**src/hdl/mem_pkg.sv**
```systemverilog
// ~~~~~~~~~~~~~~~~~~~~~~~~~~~~~~~~~~~~~~~~~~~~~~~~~~~~~~~~~~
// Shared types of the cached four-bank memory system
// Word, tag and index types, address union, bank structs
// ~~~~~~~~~~~~~~~~~~~~~~~~~~~~~~~~~~~~~~~~~~~~~~~~~~~~~~~~~~
package mem_pkg;

   // Number of interleaved banks
   localparam int N_BANKS = 4;

   typedef logic [15:0] word_t;
   typedef logic [4:0]  tag_t;
   typedef logic [7:0]  index_t;

   // Cache decode of a byte address
   typedef struct packed {
      tag_t       tag;
      index_t     index;
      logic [1:0] word;
      logic       byte_bit;
   } cache_view_t;

   // Memory decode of the same address
   typedef struct packed {
      logic [12:0] row;
      logic [1:0]  bank;
      logic        byte_bit;
   } bank_view_t;

   // Word-in-line and bank number share bits [2:1]
   typedef union packed {
      cache_view_t cache_view;
      bank_view_t  bank_view;
   } addr_u;

   // Controller to banks
   typedef struct packed {
      addr_u addr;
      word_t wdata;
      logic  rd;
      logic  wr;
   } bank_req_t;

   // Banks to controller, word is the line position
   typedef struct packed {
      logic       valid;
      logic [1:0] word;
      word_t      rdata;
   } bank_rsp_t;

endpackage

```
**src/hdl/bank_collect.sv**
```systemverilog
// ~~~~~~~~~~~~~~~~~~~~~~~~~~~~~~~~~~~~~~~~~~~~~~~~~~~~~~~~~~
// Response collector, merges bank read data into one stream
// ~~~~~~~~~~~~~~~~~~~~~~~~~~~~~~~~~~~~~~~~~~~~~~~~~~~~~~~~~~
`timescale 1ns/1ps

module bank_collect (
   input  mem_pkg::bank_rsp_t rsp_in [mem_pkg::N_BANKS],
   output mem_pkg::bank_rsp_t rsp
);

   logic [mem_pkg::N_BANKS-1:0] vld;

   // OR of the one-hot responses, word is the bank number
   always_comb begin
      rsp = '0;
      for (int i = 0; i < mem_pkg::N_BANKS; i++) begin
         vld[i] = rsp_in[i].valid;
         if (rsp_in[i].valid) begin
            rsp.valid = 1'b1;
            rsp.word  = rsp.word | rsp_in[i].word;
            rsp.rdata = rsp.rdata | rsp_in[i].rdata;
         end
      end
   end

   // Staggered reads keep bank returns apart
   always_comb begin
      assert final ($onehot0(vld));
   end

endmodule

```
**config.mk**
```make
export PLATFORM = sky130hd
export DESIGN_NAME = bank_collect
export DESIGN_NICKNAME = d
export VERILOG_FILES = /design/src/hdl/mem_pkg.sv /design/src/hdl/bank_collect.sv
export SDC_FILE = /design/constraint.sdc
export NUM_CORES = 1
export LEC_CHECK = 0
export ABC_CLOCK_PERIOD_IN_PS = 900
export BUFFER_PORTS_ARGS = -buffer_cell sky130_fd_sc_hd__buf_2
export CAP_MARGIN = 20
export CELL_PAD_IN_SITES_DETAIL_PLACEMENT = 0
export CELL_PAD_IN_SITES_GLOBAL_PLACEMENT = 1
export CORE_ASPECT_RATIO = 0.6
export CORE_MARGIN = 2
export CORE_UTILIZATION = 11
export DETAILED_ROUTE_END_ITERATION = 10
export MAX_ROUTING_LAYER = met4
export PLACE_DENSITY_LB_ADDON = 0.1
export SLEW_MARGIN = 20
export SYNTH_ARGS = -nofsm -noshare
export SYNTH_HDL_FRONTEND = slang
export SYNTH_SLANG_ARGS = --single-unit
```
**constraint.sdc**
```tcl
create_clock -name vclk -period 0.9
set_input_delay 0.045 -clock vclk [all_inputs]
set_output_delay 0.045 -clock vclk [all_outputs]
set_load 0.02 [all_outputs]
```
==> results of run 1 <==
worst paths after layout:
kind,end,slack (ns),cells after the start
hold / removal,rsp[15],0.41,4
setup / recovery,rsp[18],0.02,3
final cells by class:
class,count,area [um^2]
fill,380,2390
multi-input combinational,55,384
antenna,1,2.50
tap,45,56.3
timing repair buffer,100,513
kinds of logic (layout without fill, tap and decap cells):
group | Yosys count | after routing | share of synthesized area (%)
AOI/OAI and AO/OA | 36 | 36 | 68.4
buffers and inverters | 8 | 100 | 11.7
and+or+nand+nor | 19 | 19 | 19.9
other | 0 | 1 | 0
timing repair:
action,CTS,global route
endpoints found under the setup margin,0,4
gates resized for setup,0,7
buffers inserted,0,0
through the flow:
step	utilization, %	hold WS [ns]	worst slack, ns	instances	instance area (um^2)
CTS	27.5	0.414	0.0237	200	918
finish	28.6	0.407	0.0241	201	956
global route	28.6	0.440	-0.00216	201	956
detailed placement	27.5	0.414	0.0256	200	918
global placement	27.5	0.413	0.0126	200	918
floorplan	-	0.288	0.110	63	395
cells in the mapped netlist, drive strengths merged:
master,instances
buf,8
or4,1
a22oi,36
nand2,18
power by group:
| part | internal [mW] | switching, mW | leakage, nW |
|---|---|---|---|
| logic | 0.259 | 0.279 | 0.530 |
| clock network | 0.000000148 | 0 | 0.00000634 |
| registers | 0 | 0 | 0 |
metal layers:
layer | track usage, % | vias up
met1 | 16.1 | 395
met5 | - | -
met3 | 0.899 | 0
met2 | 21.7 | 31
li1 | - | 443
met4 | 0 | 0
==> metrics.yaml, run 1 <==
crit_path_max_incr_delay_ns: 0.51
yosysWarnings: 0
fin_tns_setup_ns: 0
slew_violations: 0
ant_nets: 0
netlist_area_um2: 395
die_width_um: 81.4
dr_wl_met3_um: 171
startpoint: "rsp_in[75]"
crit_top_cell: "buf_2"
power_uw: 538
avgSynthCellArea_um2: 6.28
synth.area.top_cells: "a22oi_1, nand2_1, buf_2"
grt-ovfl-total: 0
cp_max_fo: 2
fin_crit_sh_pct: 97.3
routed-wl-met2_um: 1250
setup_violations: 0
start_util_pct: 11.8
ctsHoldBuffers: 0
routed.top_layer: "met3"
cp.required_ns: 0.85
synth_area_leader_cell: "a22oi_1"
min_from: "rsp_in[53]"
core_um2: 3340
hold_violations: 0
drt-initial-drc-count: 17
fmax_mhz: 1140
drive_above_1_share_pct: 69.7
cp.arrival_ns: 0.83
numSequentialCells: 0
layout_commonest_cell: "buf_2"
cp.buffers_inverters: 2
dieArea_um2: 4110
rsz0062_at_grt: "yes"
gp_congestion: 0.661
clock_buffers: 0
port_buffers: 95
max-cap-violations: 0
cp_slowest_cell: "or4_4"
route.vias.total: 869
synth_cells: 63
dpl.hpwl_um: 2050
drcViolationCount: 0
max-slew-margin-rel_pct: 84.2
grt_start_max_net_pins: 19
tightest_slew_ns: 0.237
synth_top_area_share_pct: 68.4
ioPinCount: 95
path_cells: "buf_2 > or4_4 > buf_2"
p_leak_nw: 0.530
critPathCaptureType: "output port"
yosysUniqueCellTypes: 5
critPathTopFamily: "simple AND/OR/NAND/NOR gates"
dr.pass1.iters: 4
fp.dieH_um: 50.4
yosysSeqAreaShare_pct: 0
wl_um: 2550
area_growth_pct: 142
antenna_found_initial: 1
start_kind: "primary input"
final_nets: 233
regArea_um2: 0
grt_usage_pct: 12.2
worstSetupPathType: "primary input to output port"
grt_pass1_wl_um: 3970
status: "finished clean"
ir_drop_mv: 0.150
rows: 16
viasPerCell: 4.32
power_density_nw_per_um2: 563
wl_met1_um: 1120
layout_common_cells: "buf_2, a22oi_1, nand2_1, a22oi_2, buf_4"
finalCriticalPeriod_ns: 0.876
syn_nets: 139
wl_per_cell_um: 12.7
grt_pass1_vias: 870
hold_path.class: "primary input to output port"
Power figures use the tool's default switching activity.
==> run 2: changes to the inputs <==
--- a/config.mk
+++ b/config.mk
@@ -16,6 +16,7 @@
 export DETAILED_ROUTE_END_ITERATION = 10
 export MAX_ROUTING_LAYER = met4
 export PLACE_DENSITY_LB_ADDON = 0.1
+export RECOVER_POWER = 100
 export SLEW_MARGIN = 20
 export SYNTH_ARGS = -nofsm -noshare
 export SYNTH_HDL_FRONTEND = slang
==> run 2 against run 1 <==
- global-route usage unchanged
- hold slack improved by 0.0066 ns
- non-clock buffer count unchanged
- die area unchanged
- routed wire length about the same
- worst setup slack is essentially flat
- largest cell class unchanged
==> metrics.yaml, run 2 (synthesis results as in run 1) <==
cp.required_ns: 0.85
antenna_found_initial: 1
start_util_pct: 11.8
grt_usage_pct: 12.2
area_growth_pct: 142
worstSetupPathType: "primary input to output port"
grt_pass1_wl_um: 3970
post_cts_resized: 0
route.vias.total: 867
drcViolationCount: 0
routed-wl-met2_um: 1250
grt-ovfl-total: 0
hold_violations: 0
max-slew-margin-rel_pct: 84.3
wl_per_cell_um: 12.7
dpl.hpwl_um: 2050
grt_pass1_vias: 870
core_um2: 3340
dieArea_um2: 4110
fmax_mhz: 1140
drive_above_1_share_pct: 69.7
grt_start_max_net_pins: 19
layout_common_cells: "buf_2, a22oi_1, nand2_1, clkbuf_2, a22oi_2"
dr_wl_met3_um: 171
routed.top_layer: "met3"
layout_commonest_cell: "buf_2"
gp_congestion: 0.661
fp.dieH_um: 50.4
fin_crit_sh_pct: 97.3
setup_violations: 0
holdWs_ns: 0.414
die_width_um: 81.4
post_cts_buffers: 0
final_cells: 201
ant_nets: 0
wl_met1_um: 1130
max-cap-violations: 0
hold_path.class: "primary input to output port"
rows: 16
tightest_slew_ns: 0.235
cp_max_fo: 2
port_buffers: 95
viasPerCell: 4.31
rsz0062_at_grt: "yes"
cp.arrival_ns: 0.83
status: "finished clean"
power_density_nw_per_um2: 563
dp_cells: 200
finalCriticalPeriod_ns: 0.876
start_kind: "primary input"
drt-initial-drc-count: 18
p_leak_nw: 0.538
ioPinCount: 95
critPathCaptureType: "output port"
wl_um: 2550
ctsHoldBuffers: 0
numSequentialCells: 0
final_nets: 233
slew_violations: 0
regArea_um2: 0
clock_buffers: 0
dr.pass1.iters: 4
ir_drop_mv: 0.150
## run 2: cell count changes in the layout (fill, tap and decap cells not counted)
cell and delta:
buf_2 -12, clkbuf_2 +12
## run 2: power by group
part	total, mW	leakage (nW)	internal (mW)	switching (mW)
Combinational	0.538	0.538	0.257	0.281
Sequential	0	0	0	0
Clock	0.000000148	0.00000634	0.000000148	0
Total	0.538	0.538	0.257	0.281
## run 2: final cells by class
type | instances | area (um^2)
multi-input combinational | 55 | 384
tap | 45 | 56.3
fill | 380 | 2390
timing repair buffer | 100 | 513
antenna | 1 | 2.50
## run 2: final timing paths
path	from	depth (start not counted)	to
max	rsp_in[75]	3	rsp[18]
min	rsp_in[45]	4	rsp[7]
## run 2: through the flow
step | utilization, % | instance area, um^2 | setup WS, ns | TNS (ns) | power [mW]
after floorplan | - | 395 | 0.110 | 0 | 0.260
after global routing | 28.6 | 956 | -0.00216 | -0.00216 | 0.594
after detailed placement | 27.5 | 918 | 0.0256 | 0 | 0.524
after global placement | 27.5 | 918 | 0.0126 | 0 | 0.518
after CTS | 27.5 | 918 | 0.0237 | 0 | 0.526
final | 28.6 | 956 | 0.0242 | 0 | 0.538
## run 2: layer usage
layer	up-vias	track usage, %
li1	443	-
met1	393	16.1
met2	31	21.7
met3	0	0.899
met4	0	0
met5	-	-
## run 2: worst max-delay path, cell delays in order
cell and delay, ns:
buf_2 0.10, or4_4 0.51, clkbuf_2 0.17
==> run 3: changes to the inputs <==
--- a/config.mk
+++ b/config.mk
@@ -5,6 +5,7 @@
 export SDC_FILE = /design/constraint.sdc
 export NUM_CORES = 1
 export LEC_CHECK = 0
+export ABC_AREA = 1
 export ABC_CLOCK_PERIOD_IN_PS = 900
 export BUFFER_PORTS_ARGS = -buffer_cell sky130_fd_sc_hd__buf_2
 export CAP_MARGIN = 20
@@ -12,7 +13,7 @@
 export CELL_PAD_IN_SITES_GLOBAL_PLACEMENT = 1
 export CORE_ASPECT_RATIO = 0.6
 export CORE_MARGIN = 2
-export CORE_UTILIZATION = 11
+export CORE_UTILIZATION = 18
 export DETAILED_ROUTE_END_ITERATION = 10
 export MAX_ROUTING_LAYER = met4
 export PLACE_DENSITY_LB_ADDON = 0.1
==> run 3 against run 2 <==
- cell count rose by 62%
- critical path depth rose by 4
- routed wire length rose by 10%
- die area rose by 18%
- hold slack improved by 0.065 ns
- critical path type unchanged
- largest cell class unchanged
- largest power group unchanged
==> metrics.yaml, run 3 <==
yosysUniqueCellTypes: 6
syn_nets: 249
cp.required_ns: 0.85
numSequentialCells: 0
core_um2: 4120
rows: 18
grt-ovfl-total: 0
worstSetupPathType: "primary input to output port"
post_dp_cell_area_um2: 1300
grt_pass1_wl_um: 4340
die_width_um: 88.5
rsz0062_at_grt: "no"
synth_area_leader_cell: "nand2_1"
avgSynthCellArea_um2: 4.46
grt_pass1_vias: 953
grt_start_max_net_pins: 20
area_growth_pct: 67.4
port_buffers: 95
start_kind: "primary input"
dr.pass1.iters: 4
critPathCaptureType: "output port"
whs_endpoint: "rsp[8]"
finalCriticalPeriod_ns: 0.790
clock_buffers: 0
synth.area.top_cells: "nand2_1, inv_1, nand2_2"
viasPerCell: 3.36
power_uw: 638
drcViolationCount: 0
layout_commonest_cell: "nand2_1"
fin_crit_sh_pct: 87.8
yosysSeqAreaShare_pct: 0
dieArea_um2: 4850
layout_common_cells: "nand2_1, buf_2, inv_1, nand2_2, clkbuf_2"
final_nets: 344
power_density_nw_per_um2: 494
setup_violations: 0
cp.arrival_ns: 0.75
dpl.hpwl_um: 2370
synth_commonest_cells: "nand2_1, inv_1, nand2_2"
fin_tns_setup_ns: 0
wl_um: 2800
post_cts_resized: 0
multiInputGateArea_um2: 529
tightest_slew_ns: 0.265
nFillCells: 482
synth_top_area_share_pct: 53.0
post_cts_buffers: 0
max-cap-violations: 0
ir_drop_mv: 0.161
min_path_cells: 6
slew_violations: 0
antenna_found_initial: 0
synth_cells: 173
start_util_pct: 18.7
gp_congestion: 0.754
fmax_mhz: 1270
yosysWarnings: 0
ant_nets: 0
route.vias.total: 1096
fp.dieH_um: 54.7
hold_violations: 0
status: "finished clean"
netlist_area_um2: 772
drive_above_1_share_pct: 43.2
hold_path.class: "primary input to output port"
ioPinCount: 95
max-slew-margin-rel_pct: 82.4
holdWs_ns: 0.479
grt_usage_pct: 11.7
min_from: "rsp_in[65]"
cp_max_fo: 19
fin_util_pct: 31.4
regArea_um2: 0
drt-initial-drc-count: 25
ctsHoldBuffers: 0
p_leak_nw: 0.947
antenna_cells: 0
wl_per_cell_um: 8.60
design_area_um2: 1290
synth_most_common_cell: "nand2_1"
## run 3: worst max-delay path by stage
| stage | end | depth (start not counted) | from | slack [ns] |
|---|---|---|---|---|
| floorplan | rsp[10] | 6 | rsp_in[18] | 0.30 |
| CTS | rsp[5] | 7 | rsp_in[56] | 0.15 |
| global route | rsp[4] | 7 | rsp_in[18] | 0.03 |
| finish | rsp[6] | 7 | rsp_in[56] | 0.11 |
| detailed placement | rsp[2] | 7 | rsp_in[18] | 0.16 |
| global placement | rsp[0] | 7 | rsp_in[75] | 0.15 |
## run 3: layer usage
layer  wire (um)  track usage [%]
met1        1470             17.0
met2        1140             18.5
met3         203             1.21
met4           0                0
met5           0                -
## run 3: kinds of logic after synthesis
kind of cell / share of synthesized area [%]
simple gates: 68.6
buf+inv: 31.4
## run 3: critical path, stage by stage
cell and delay (ns):
buf_2 0.10, buf_12 0.16, nand2_1 0.06, nand2_1 0.06, inv_1 0.04, nand2_1 0.04, clkbuf_1 0.23
## run 3: area by class of cell
type	instances	share of cell area (%)
timing repair buffer	101	42.8
multi-input combinational	129	40.9
inverter	36	10.5
tap	60	5.81
## run 3: through the flow
| step | setup slack [ns] | cells |
|---|---|---|
| finish | 0.110 | 326 |
| detailed placement | 0.155 | 326 |
| global route | 0.0344 | 326 |
| global placement | 0.147 | 326 |
| floorplan | 0.301 | 173 |
| CTS | 0.154 | 326 |
## run 3: report_power, final
part           switching [mW]  internal [mW]
clock                       0              0
sequential                  0              0
combinational           0.349          0.288
total                   0.349          0.288
