===== src/hdl/mem_pkg.sv =====
// ~~~~~~~~~~~~~~~~~~~~~~~~~~~~~~~~~~~~~~~~~~~~~~~~~~~~~~~~~~
// Shared types of the cached four-bank memory system
// Word, tag and index types, address union, bank structs
// ~~~~~~~~~~~~~~~~~~~~~~~~~~~~~~~~~~~~~~~~~~~~~~~~~~~~~~~~~~
package mem_pkg;

   // Number of interleaved banks
   localparam int N_BANKS = 4;

   typedef logic [15:0] word_t;
   typedef logic [4:0]  tag_t;
   typedef logic [7:0]  index_t;

   // Cache decode of a byte address
   typedef struct packed {
      tag_t       tag;
      index_t     index;
      logic [1:0] word;
      logic       byte_bit;
   } cache_view_t;

   // Memory decode of the same address
   typedef struct packed {
      logic [12:0] row;
      logic [1:0]  bank;
      logic        byte_bit;
   } bank_view_t;

   // Word-in-line and bank number share bits [2:1]
   typedef union packed {
      cache_view_t cache_view;
      bank_view_t  bank_view;
   } addr_u;

   // Controller to banks
   typedef struct packed {
      addr_u addr;
      word_t wdata;
      logic  rd;
      logic  wr;
   } bank_req_t;

   // Banks to controller, word is the line position
   typedef struct packed {
      logic       valid;
      logic [1:0] word;
      word_t      rdata;
   } bank_rsp_t;

endpackage


===== src/hdl/cache_ctrl.sv =====
// ~~~~~~~~~~~~~~~~~~~~~~~~~~~~~~~~~~~~~~~~~~~~~~~~~~~~~~~~~~
// Cache controller FSM
// Hit check, victim writeback, pipelined line fill, final access
// ~~~~~~~~~~~~~~~~~~~~~~~~~~~~~~~~~~~~~~~~~~~~~~~~~~~~~~~~~~
`timescale 1ns/1ps

module cache_ctrl (
   input  logic               clk,
   input  logic               rst_n,
   input  mem_pkg::addr_u     addr,
   input  mem_pkg::word_t     data_in,
   input  logic               rd,
   input  logic               wr,
   output mem_pkg::word_t     data_out,
   output logic               done,
   output logic               stall,
   output logic               cache_hit,
   output logic               err,
   output logic               c_en,
   output logic               c_comp,
   output logic               c_write,
   output mem_pkg::tag_t      c_tag,
   output mem_pkg::index_t    c_index,
   output logic [1:0]         c_word,
   output mem_pkg::word_t     c_wdata,
   input  logic               c_hit,
   input  logic               c_valid,
   input  logic               c_dirty,
   input  mem_pkg::tag_t      c_tag_out,
   input  mem_pkg::word_t     c_rdata,
   output mem_pkg::bank_req_t req,
   input  mem_pkg::bank_rsp_t rsp
);

   localparam logic [2:0] S_IDLE  = 3'd0;
   localparam logic [2:0] S_COMP  = 3'd1;
   localparam logic [2:0] S_CHECK = 3'd2;
   localparam logic [2:0] S_ERR   = 3'd3;
   localparam logic [2:0] S_WB    = 3'd4;
   localparam logic [2:0] S_FILL  = 3'd5;
   localparam logic [2:0] S_WAIT  = 3'd6;

   logic [2:0]      state;
   logic [2:0]      state_nxt;
   logic [2:0]      cnt;
   logic [2:0]      cnt_nxt;
   logic [2:0]      pending;
   logic            miss_q;
   mem_pkg::addr_u  addr_q;
   mem_pkg::word_t  data_q;
   logic            wr_q;

   always_comb begin
      state_nxt = state;
      cnt_nxt   = cnt;
      // Cache defaults to the registered request
      c_en      = 1'b0;
      c_comp    = 1'b0;
      c_write   = 1'b0;
      c_tag     = addr_q.cache_view.tag;
      c_index   = addr_q.cache_view.index;
      c_word    = addr_q.cache_view.word;
      c_wdata   = data_q;
      req.addr  = addr_q;
      req.wdata = c_rdata;
      req.rd    = 1'b0;
      req.wr    = 1'b0;
      case (state)
         S_IDLE: begin
            if (rd || wr) begin
               // Odd address or both strobes, finish with err
               if (addr.cache_view.byte_bit || (rd && wr)) begin
                  state_nxt = S_ERR;
               end else begin
                  state_nxt = S_COMP;
               end
            end
         end
         S_COMP: begin
            c_en      = 1'b1;
            c_comp    = 1'b1;
            c_write   = wr_q;
            state_nxt = S_CHECK;
         end
         S_CHECK: begin
            cnt_nxt = '0;
            if (c_hit) begin
               state_nxt = S_IDLE;
            end else if (c_valid && c_dirty) begin
               state_nxt = S_WB;
            end else begin
               state_nxt = S_FILL;
            end
         end
         S_ERR: begin
            state_nxt = S_IDLE;
         end
         S_WB: begin
            // Cache read of word cnt
            if (cnt != 3'd4) begin
               c_en   = 1'b1;
               c_word = cnt[1:0];
            end
            // Bank write of word cnt-1, one cycle behind the read
            if (cnt != 3'd0) begin
               req.wr                   = 1'b1;
               req.addr.cache_view.tag  = c_tag_out;
               req.addr.cache_view.word = cnt[1:0] - 2'd1;
            end
            cnt_nxt = cnt + 3'd1;
            if (cnt == 3'd4) begin
               cnt_nxt   = '0;
               state_nxt = S_FILL;
            end
         end
         S_FILL: begin
            // Word k goes to bank k, one read per cycle
            req.rd                   = 1'b1;
            req.addr.cache_view.word = cnt[1:0];
            cnt_nxt                  = cnt + 3'd1;
            if (cnt == 3'd3) begin
               state_nxt = S_WAIT;
            end
         end
         S_WAIT: begin
            // Last outstanding word lands this cycle
            if (rsp.valid && (pending == 3'd1)) begin
               state_nxt = S_COMP;
            end
         end
         default: begin
            state_nxt = S_IDLE;
         end
      endcase
      // Fill data written into the line as it arrives
      if (rsp.valid) begin
         c_en    = 1'b1;
         c_comp  = 1'b0;
         c_write = 1'b1;
         c_word  = rsp.word;
         c_wdata = rsp.rdata;
      end
   end

   always_ff @(posedge clk) begin
      if (!rst_n) begin
         state   <= S_IDLE;
         cnt     <= '0;
         pending <= '0;
         miss_q  <= 1'b0;
      end else begin
         state   <= state_nxt;
         cnt     <= cnt_nxt;
         // Reads in flight across the banks
         pending <= pending + {2'b00, req.rd} - {2'b00, rsp.valid};
         if (state == S_IDLE) begin
            miss_q <= 1'b0;
         end else if ((state == S_CHECK) && !c_hit) begin
            miss_q <= 1'b1;
         end
      end
   end

   // Request captured at acceptance
   always_ff @(posedge clk) begin
      if ((state == S_IDLE) && (rd || wr)) begin
         addr_q <= addr;
         data_q <= data_in;
         wr_q   <= wr;
      end
   end

   assign done      = ((state == S_CHECK) && c_hit) || (state == S_ERR);
   // First compare decides the reported hit
   assign cache_hit = (state == S_CHECK) && c_hit && !miss_q;
   assign err       = (state == S_ERR);
   assign stall     = (state != S_IDLE) && (state != S_ERR) &&
                      !((state == S_CHECK) && c_hit);
   assign data_out  = c_rdata;

   assert property (@(posedge clk) disable iff (!rst_n) done |=> !done);
   // Accesses other than errors stay stalled right up to done
   assert property (@(posedge clk) disable iff (!rst_n)
      (done && !err) |-> $past(stall));

endmodule


===== config.mk =====
export PLATFORM = sky130hd
export DESIGN_NAME = cache_ctrl
export DESIGN_NICKNAME = d
export VERILOG_FILES = /design/src/hdl/mem_pkg.sv /design/src/hdl/cache_ctrl.sv
export SDC_FILE = /design/constraint.sdc
export NUM_CORES = 1
export LEC_CHECK = 0
export ABC_AREA = 0
export BUFFER_PORTS_ARGS = -buffer_cell sky130_fd_sc_hd__buf_2
export CAP_MARGIN = 20
export CORE_MARGIN = 1.5
export CORE_UTILIZATION = 30
export CTS_CLUSTER_SIZE = 20
export DETAILED_ROUTE_END_ITERATION = 16
export PLACE_DENSITY = 0.66
export REMOVE_ABC_BUFFERS = 1
export SLEW_MARGIN = 10
export SYNTH_ARGS = -nofsm -noshare
export SYNTH_HDL_FRONTEND = slang
export SYNTH_SLANG_ARGS = --single-unit

===== constraint.sdc =====
create_clock -name clk -period 4.35 [get_ports clk]
set_clock_uncertainty 0.15 [all_clocks]
set_input_delay 0.435 -clock clk [delete_from_list [all_inputs] [get_ports clk]]
set_output_delay 0.435 -clock clk [all_outputs]
set_load 0.02 [all_outputs]

==> metrics, run 1 <==
status=finished, final reports clean; via count=1716; largest net degree at the start of global routing=34; Iter 0 DRT Violations=64; cell accounting for the most synthesized area=edfxtp_1; post-DR vias/cell=4.49; GRT Residual Overflow=0; Layout Cells excl Fill=382; Post-CTS Setup Bufs=0; Antenna diodes=0; CTS-repair resized insts=0; Startpoint Class=register; Final TNS setup=0 ps; Die X-Extent=93.3 um; worst slew pin tran=921 ps; antenna violations before repair=0; final critical-path required period=2770 ps; Pins Over Slew Limit=0; Hold Crit Class=in -> reg; Post-DP HPWL=4450 um; # hold bufs at CTS=0; Hold Violations, Final=0; syn_area_per_cell=11.3 um2; Synth cell types=39; CP peak stage delay=570 ps; CP required=3760 ps; Area contributors post-synth=edfxtp_1, buf_4, mux2_2; Top FF cell, synth=edfxtp_1; Fill cells=797; Ports=167; starting density of the core=0.313; CP startpoint=state[2]; Finish-stage setup viols=0; FMAX=362 MHz; share of cells above drive strength 1=0.536; clk root buf=clkbuf_8; unrepaired setup endpoints after global routing=false; vias in the first global route=1658; gr usage total=0.133; sequential area share after synthesis=0.487; Setup Crit Path Kind=reg -> out; max_cap viols=0; FF+latch count, synth=43; Critical R2R Launch=state[2]; flop2flop setup slack=1870 ps; RePlAce Congestion=0.771; overall power=1.22 mW; CTS tree=built; final WL=5780 um; list of most frequent post-synthesis cells=buf_4, edfxtp_1, mux2_2; hold path start=data_in[2]; PD cells=433 nW/um2; CTS sink cnt=43; P_leak=1.24 nW; H-tree depth=2; first-pass GRT wire length=8720 um; Worst-path clk slew=80 ps; Crit-path slowest cell=dfxtp_1; DRC errors left=0; final worst path period share=0.636; worst-path maximum fanout=14; peak supply drop=0.000139 V; Core Rows=32; Crit. End Element=output pin; Synth async-reset ratio=0; antenna-violating nets left=0; drt wl/cell=15.1 um; Syn Inst Count=216; CTS Buffer Depth=2; cells along the critical path=nor2b_4 > nand2_1 > nor2_2 > mux2_2 > buf_2; Post-Syn Area=2440 um2; Die Area=8700 um2; nets=364; CTS buffer count=5; PortBufs=118; critical path arrival=2180 ps; Die H=93.3 um; share of the synthesized area in the top cell type=0.405; 1st-pass router iterations=4; Inst Count DP=374; EDFF count, synth=33; CORE AREA=7810 um2; count leader, synth=buf_4; slew margin rel.=0.384; Syn-to-layout area delta=14.8%; Clock Latency Late Sink=290 ps; Ys Warns=0
area by class of cell:
| class | instances | area (um2) | share of cell area |
|---|---|---|---|
| Clock buffer | 6 | 72.6 | 0.0258 |
| Multi-Input combinational cell | 101 | 776 | 0.276 |
| Sequential cell | 43 | 1190 | 0.424 |
| Tap cell | 102 | 128 | 0.0455 |
| Inverter | 10 | 37.5 | 0.0134 |
| Timing Repair Buffer | 118 | 591 | 0.210 |
| Clock inverter | 2 | 12.5 | 0.00446 |
report_power, final:
part	internal (mW)	total [mW]	switching [mW]	leakage [nW]
sequential	0.531	0.577	0.0460	0.400
combinational	0.148	0.388	0.240	0.796
clock	0.112	0.250	0.138	0.0412
layer usage:
metal | vias to the layer above | share of wire | global-route usage
li1 | 832 | - | -
met1 | 769 | 0.40 | 0.152
met2 | 107 | 0.46 | 0.205
met3 | 6 | 0.12 | 0.0870
met4 | 2 | 0.0038 | 0.0265
met5 | - | 0.0086 | 0.0513
worst max-delay path: cells and delay by family, from the launching register on:
family	cells	cell delay (ps)
buf+inv	1	160
flops	1	570
mux	1	370
simple gates	3	800
worst paths after layout:
path | to | cells past startpoint
max | req[33] | 5
min | data_q[2] | 1
max reg2reg | pending[2] | 9
min reg2reg | miss_q | 1
cells by family (layout without fill, tap and decap cells):
logic type	after synthesis	count (layout)	share of synthesized area
DFF	43	43	0.487
muxes	24	24	0.109
adders and majority gates	6	6	0.0338
AOI/OAI and AO/OA	31	31	0.0819
xor gates and xnor gates	2	2	0.00717
buffers and inverters	72	136	0.199
and+or+nand+nor	38	38	0.0824
metrics by stage:
| stage | area [um2] | util | setup slack, ps | hold WS (ps) |
|---|---|---|---|---|
| 5_1_grt | 2810 | 0.360 | 1430 | 141 |
| 2_1_floorplan | 2000 | - | 1690 | 323 |
| 3_5_place_dp | 2720 | 0.349 | 1780 | 341 |
| 4_1_cts | 2810 | 0.360 | 1580 | 148 |
| 3_3_place_gp | 2720 | 0.349 | 1850 | 338 |
| 6_report | 2810 | 0.360 | 1580 | 163 |
sequential cells by signal, summed over array words and instances, names as in the netlist:
signal	count
miss_q	1
data_q	16
state	3
wr_q	1
addr_q	16
cnt	3
pending	3
layout by cell type (no fill, tap or decap), drive strengths merged:
| cell type | count |
|---|---|
| clkinv | 1 |
| mux2i | 3 |
| nand3 | 3 |
| o21bai | 1 |
| nor3 | 2 |
| a2bb2oi | 1 |
| clkbuf | 6 |
| and2 | 3 |
| o211ai | 1 |
| o21a | 1 |
| a32o | 1 |
| dfxtp | 10 |
| nor4 | 1 |
| nand2b | 3 |
| nand3b | 1 |
| inv | 10 |
| o21ai | 8 |
| a311oi | 1 |
| nor3b | 1 |
| nand2 | 12 |
| a31oi | 1 |
| o32ai | 1 |
| mux2 | 21 |
| ha | 5 |
| fa | 1 |
| buf | 118 |
| nor4b | 1 |
| a21oi | 8 |
| a211oi | 3 |
| nor2 | 9 |
| edfxtp | 33 |
| o211a | 1 |
| xnor2 | 2 |
| nor2b | 2 |
| clkinvlp | 1 |
| a41o | 1 |
| o22ai | 2 |
(Power assumes the default switching activity.)
==> inputs of run 2 (changes only) <==
- ABC_AREA: 0 -> 1
- clock period: 4.35 -> 2.8 ns (I/O delays scaled with it)
==> metrics, run 2 <==
Syn Inst Count=278 (+29%); PD cells=900 nW/um2 (+110%); largest net degree at the start of global routing=34 (unchanged); slew margin rel.=0.661 (+0.276); Placed Area=2790 um2 (+2.4%); Final TNS setup=0 ps (unchanged); worst slew pin tran=506 ps (-416 ps); sequential area share after synthesis=0.480 (-0.00737); CTS Buffer Depth=2 (unchanged); Antenna diodes=0 (unchanged); EDFF count, synth=33 (unchanged); Post-Syn Area=2480 um2 (+1.5%); Sw Pwr=1.24 mW (+190%); most used routing layer in global routing=met2; Synth async-reset ratio=0 (unchanged); Ports=167 (unchanged); Hold Violations, Final=0 (unchanged); status=finished, final reports clean; Pins Over Slew Limit=0 (unchanged); Comb power frac=0.468 (+0.149); Synth cell types=29 (-26%); vias in the first global route=1968 (+19%); RePlAce Congestion=0.871 (+13%); final WL=6240 um (+7.8%); CP required=2370 ps (-1390 ps); clk root buf=clkbuf_8; list of most frequent post-synthesis cells=nand2_1, buf_4, edfxtp_1; cell accounting for the most synthesized area=edfxtp_1; via count=2069 (+21%); met1 Resource Use GR=0.169 (+0.0176); drt wl/cell=13.2 um (-13%); Setup Crit Path Kind=reg -> out; Post-DP HPWL=4720 um (+5.9%); unrepaired setup endpoints after global routing=false; Reg area=1190 um2 (unchanged); starting density of the core=0.315 (+0.00158); FF+latch count, synth=43 (unchanged); CORE AREA=7890 um2 (+1.0%); gr usage total=0.143 (+0.00926); first-pass GRT wire length=9470 um (+8.5%); Ys Warns=0 (unchanged); critical path arrival=1840 ps (-340 ps); DRC errors left=0 (unchanged); CTS tree=built; antenna violations before repair=0 (unchanged); Critical R2R Launch=state[2]; Sequential Power Share=0.393 (-0.082); final instance area=3120 um2 (+11%); Die Area=8830 um2 (+1.5%); Top FF cell, synth=edfxtp_1; DP Worst Slack=757 ps (-1020 ps); final critical-path required period=2270 ps; count leader, synth=nand2_1; final core occ=0.395 (+0.0355); CTS buffer count=5 (unchanged); number of cells on the worst hold path=1 (unchanged); syn_area_per_cell=8.93 um2 (-21%); peak supply drop=0.000312 V (+120%); M3 GR Usage=0.0898 (+0.00281); Final WS setup=535 ps (-1050 ps); Iter 0 DRT Violations=93 (+45%); PortBufs=118 (unchanged); antenna-violating nets left=0 (unchanged); Clock Latency Late Sink=290 ps (about the same); Core Rows=32 (unchanged); Die X-Extent=94.0 um (+0.74%); final worst path period share=0.809; CTS-repair resized insts=0 (unchanged); commonest non-fill, non-tap cell in the layout=buf_2; post-DR vias/cell=4.37 (-2.6%); hold path start=data_in[6]; Finish-stage setup viols=0 (unchanged); share of the synthesized area in the top cell type=0.399 (-0.00613); CP startpoint=cnt[0]; biggest regs=addr_q x16, data_q x16; Fill cells=789 (-1.0%); Area contributors post-synth=edfxtp_1, buf_4, nand2_1; GRT met2 Usage=0.211 (+0.00604); nets=455 (+25%); Worst-path clk slew=80 ps (about the same); 1st-pass router iterations=4 (unchanged); reg2reg path depth=8 (-1); most frequent cells in the layout=buf_2, nand2_1, edfxtp_1; H-tree depth=2 (unchanged); Crit. End Element=output pin; internal power=1.57 mW (+98%); Startpoint Class=register; share of cells above drive strength 1=0.385 (-0.150); GRT Residual Overflow=0 (unchanged); max_cap viols=0 (unchanged); CTS sink cnt=43 (unchanged); FMAX=441 MHz; clock share of power=0.138 (-0.068); Syn-to-layout area delta=25.6%; area of the multi-input gates=785 um2 (+1.1%); P_leak=1.52 nW (+23%); Die H=94.0 um (+0.74%); Net Sw Frac=0.441 (+0.0923); worst-path maximum fanout=5 (-9); Hold Crit Class=in -> reg
## run 2: changes by cell type in the layout (fill, tap and decap cells not counted), moves of 3 or more
| cell | change |
|---|---|
| nand2_2 | +3 |
| and2_1 | -3 |
| dlygate4sd3_1 | +24 |
| mux2i_1 | -3 |
| a211oi_1 | -3 |
| nor2_4 | +3 |
| nand2_1 | +78 |
| inv_1 | +8 |
| nand4_1 | +3 |
| mux2_2 | -21 |
| nor2_1 | +9 |
## run 2: cells by family after synthesis
family,Yosys count,synth area share
simple gates,125,0.221
buf+inv,80,0.207
flops,43,0.480
compound gates,23,0.0549
fa+ha+maj,6,0.0333
xor+xnor,1,0.00353
## run 2: cell type report
type / count / area share
flip-flops and latches: 43 / 0.382
repair buffers: 144 / 0.271
multi-input cells: 155 / 0.252
well taps: 102 / 0.0409
inverters: 21 / 0.0253
clock buffers: 5 / 0.0221
clock inverters: 3 / 0.00642
## run 2: repair_timing
item                      4_1_cts  5_1_grt
buffers inserted                0        0
hold endpoints to repair       19        5
hold buffers                   19        5
## run 2: worst max-delay path: stages, from the launching register on
cell and delay [ps]:
dfxtp_1 410, inv_1 110, ha_1 220, nand2_1 110, nand3_4 120, inv_1 130
o21ai_0 130, o21ai_1 140, buf_2 170
## run 2: per-stage QoR
| stage | std cells | hold slack, ps | power [mW] |
|---|---|---|---|
| after global routing | 473 | 1.49 | 3.02 |
| after global placement | 441 | 288 | 2.39 |
| after floorplan | 219 | 223 | 1.96 |
| after detailed placement | 441 | 307 | 2.41 |
| final | 473 | 14.5 | 2.81 |
| after CTS | 468 | 1.17 | 2.83 |
## run 2: power by group through the flow
stage               clock, mW  sequential, mW  combinational, mW
floorplan                   0            1.24              0.727
global placement            0            1.11               1.29
detailed placement          0            1.11               1.29
CTS                     0.413            1.10               1.32
global route            0.431            1.13               1.45
finish                  0.388            1.10               1.31
## run 2: worst paths after layout
path,to,slack [ps]
worst max-delay path,c_word[1],530
worst min-delay path,data_q[6],10
worst max register to register,pending[2],720
worst min register to register,pending[2],320
## run 2: per-layer routing
layer	part of all wire	routed length, um
met5	0	0
met4	0.0042	26
met3	0.15	928
met2	0.41	2550
met1	0.44	2730
==> inputs of run 3 (changes only) <==
- clock period: 2.8 -> 2.4 ns (I/O delays scaled with it)
==> metrics, run 3 (synthesis results as in run 2) <==
status=finished, final reports clean; max_cap viols=0 (unchanged); most frequent cells in the layout=buf_2, nand2_1, edfxtp_1, dlygate4sd3_1, inv_1; drt wl/cell=13.1 um (-0.66%); Post-DP HPWL=4760 um (+0.95%); share of cells above drive strength 1=0.384 (-0.00123); Worst-path clk slew=90 ps (about the same); RePlAce Congestion=0.840 (-3.5%); final critical-path required period=2200 ps; Clock Latency Late Sink=290 ps (about the same); M3 GR Usage=0.0922 (+0.00243); flop2flop setup slack=330 ps (-390 ps); PD cells=1050 nW/um2 (+17%); Core Rows=32 (unchanged); Hold Crit Class=in -> reg; CP required=2010 ps (-360 ps); Iter 0 DRT Violations=59 (-37%); clock share of power=0.166 (+0.028); FMAX=454 MHz; Antenna diodes=0 (unchanged); final instance area=3240 um2 (+3.9%); final WL=6310 um (+1.2%); Sw Pwr=1.46 mW (+18%); Net Sw Frac=0.428 (-0.0125); Die X-Extent=94.0 um (unchanged); Pins Over Slew Limit=0 (unchanged); Syn-to-layout area delta=30.4%; starting density of the core=0.315 (unchanged); Die H=94.0 um (unchanged); Finish-stage setup viols=0 (unchanged); Final WS setup=195 ps (-340 ps); H-tree depth=2 (unchanged); CTS Buffer Depth=2 (unchanged); CORE AREA=7890 um2 (unchanged); post-DR vias/cell=4.27 (-2.5%); CTS tree=built; biggest regs=addr_q x16, data_q x16; most used routing layer in global routing=met2; Sequential Power Share=0.379 (-0.014); DP Worst Slack=333 ps (-424 ps); worst-path maximum fanout=5 (unchanged); Placed Area=2790 um2 (unchanged); Comb power frac=0.455 (-0.013); worst slew pin tran=507 ps (+1.19 ps); first-pass GRT wire length=9760 um (+3.1%); CTS sink cnt=43 (unchanged); antenna-violating nets left=0 (unchanged); Setup Crit Path Kind=reg -> out; Fill cells=791 (+0.25%); GRT Residual Overflow=0 (unchanged); commonest non-fill, non-tap cell in the layout=buf_2; clk root buf=clkbuf_8; Post-CTS Setup Bufs=0 (unchanged); Hold Violations, Final=0 (unchanged); PortBufs=118 (unchanged); unrepaired setup endpoints after global routing=false; vias in the first global route=2049 (+4.1%); Die Area=8830 um2 (unchanged); via count=2056 (-0.63%); slew margin rel.=0.660 (-0.000800); met1 Resource Use GR=0.173 (+0.00337); internal power=1.94 mW (+24%); nets=464 (+2.0%); P_leak=1.57 nW (+3.6%); Startpoint Class=register; Crit. End Element=output pin; GRT met2 Usage=0.217 (+0.00604); peak supply drop=0.000429 V (+38%); DRC errors left=0 (unchanged); antenna violations before repair=0 (unchanged); largest net degree at the start of global routing=34 (unchanged); gr usage total=0.147 (+0.00387); Ports=167 (unchanged); CTS buffer count=5 (unchanged); 1st-pass router iterations=4 (unchanged); final worst path period share=0.919; critical path arrival=1810 ps (-30 ps)
[run 3: changes by cell type in the layout (fill, tap and decap cells not counted)]
cell | previous run | this run
buf_4 | 2 | 3
dfxtp_1 | 10 | 9
buf_2 | 118 | 117
inv_6 | 0 | 1
inv_1 | 18 | 17
clkinv_1 | 2 | 1
clkbuf_16 | 0 | 1
clkinvlp_4 | 1 | 0
dfxtp_2 | 0 | 1
dlygate4sd3_1 | 24 | 33
clkinv_4 | 1 | 0
inv_2 | 2 | 3
clkbuf_8 | 5 | 6
[run 3: through the flow]
step / std cells / total power [mW] / setup TNS (ps) / hold slack, ps / util
floorplan: 219 / 2.29 / -7630 / 183 / -
global placement: 441 / 2.80 / 0 / 267 / 0.353
detailed placement: 441 / 2.81 / 0 / 268 / 0.353
CTS: 482 / 3.43 / 0 / 66.7 / 0.410
global route: 482 / 3.65 / 0 / 76.1 / 0.411
finish: 482 / 3.40 / 0 / 79.1 / 0.411
[run 3: final cells by class]
| type | count | area [um2] | area share |
|---|---|---|---|
| Clock inverter | 1 | 8.76 | 0.00270 |
| Tap cell | 102 | 128 | 0.0394 |
| Clock buffer | 7 | 108 | 0.0332 |
| Inverter | 21 | 78.8 | 0.0243 |
| Multi-Input combinational cell | 155 | 785 | 0.242 |
| Sequential cell | 43 | 1190 | 0.368 |
| Timing Repair Buffer | 153 | 938 | 0.290 |
[run 3: repair_timing]
item | CTS | global route
resized for setup | 0 | 3
endpoints found under the hold margin | 33 | 0
hold buffers | 33 | 0
setup endpoints to repair | 0 | 7
[run 3: path summary, 6_finish.rpt]
kind         depth (start not counted)        from          to
max                                  8      cnt[0]   c_word[1]
min                                  3       rst_n    state[0]
max reg2reg                          8    state[2]  pending[2]
min reg2reg                          1  pending[2]  pending[2]
[run 3: layer usage]
| layer | wire length [um] | up-vias | share of wire |
|---|---|---|---|
| li1 | - | 1041 | - |
| met1 | 2820 | 880 | 0.45 |
| met2 | 2580 | 129 | 0.41 |
| met3 | 849 | 6 | 0.13 |
| met4 | 64 | 0 | 0.010 |
| met5 | 0 | - | 0 |
[run 3: worst max-delay path, cell delays in order, from the launching register on]
cell and delay (ps):
dfxtp_2 390, inv_1 90, ha_1 220, nand2_1 110
nand3_4 130, inv_2 100, o21ai_0 100, o21ai_1 210
buf_4 180
[run 3: power by group through the flow]
stage	sequential [mW]	clock [mW]	combinational, mW
after detailed placement	1.30	0	1.51
after global placement	1.29	0	1.51
after global routing	1.33	0.613	1.71
final	1.29	0.565	1.55
after CTS	1.29	0.589	1.56
after floorplan	1.44	0	0.848
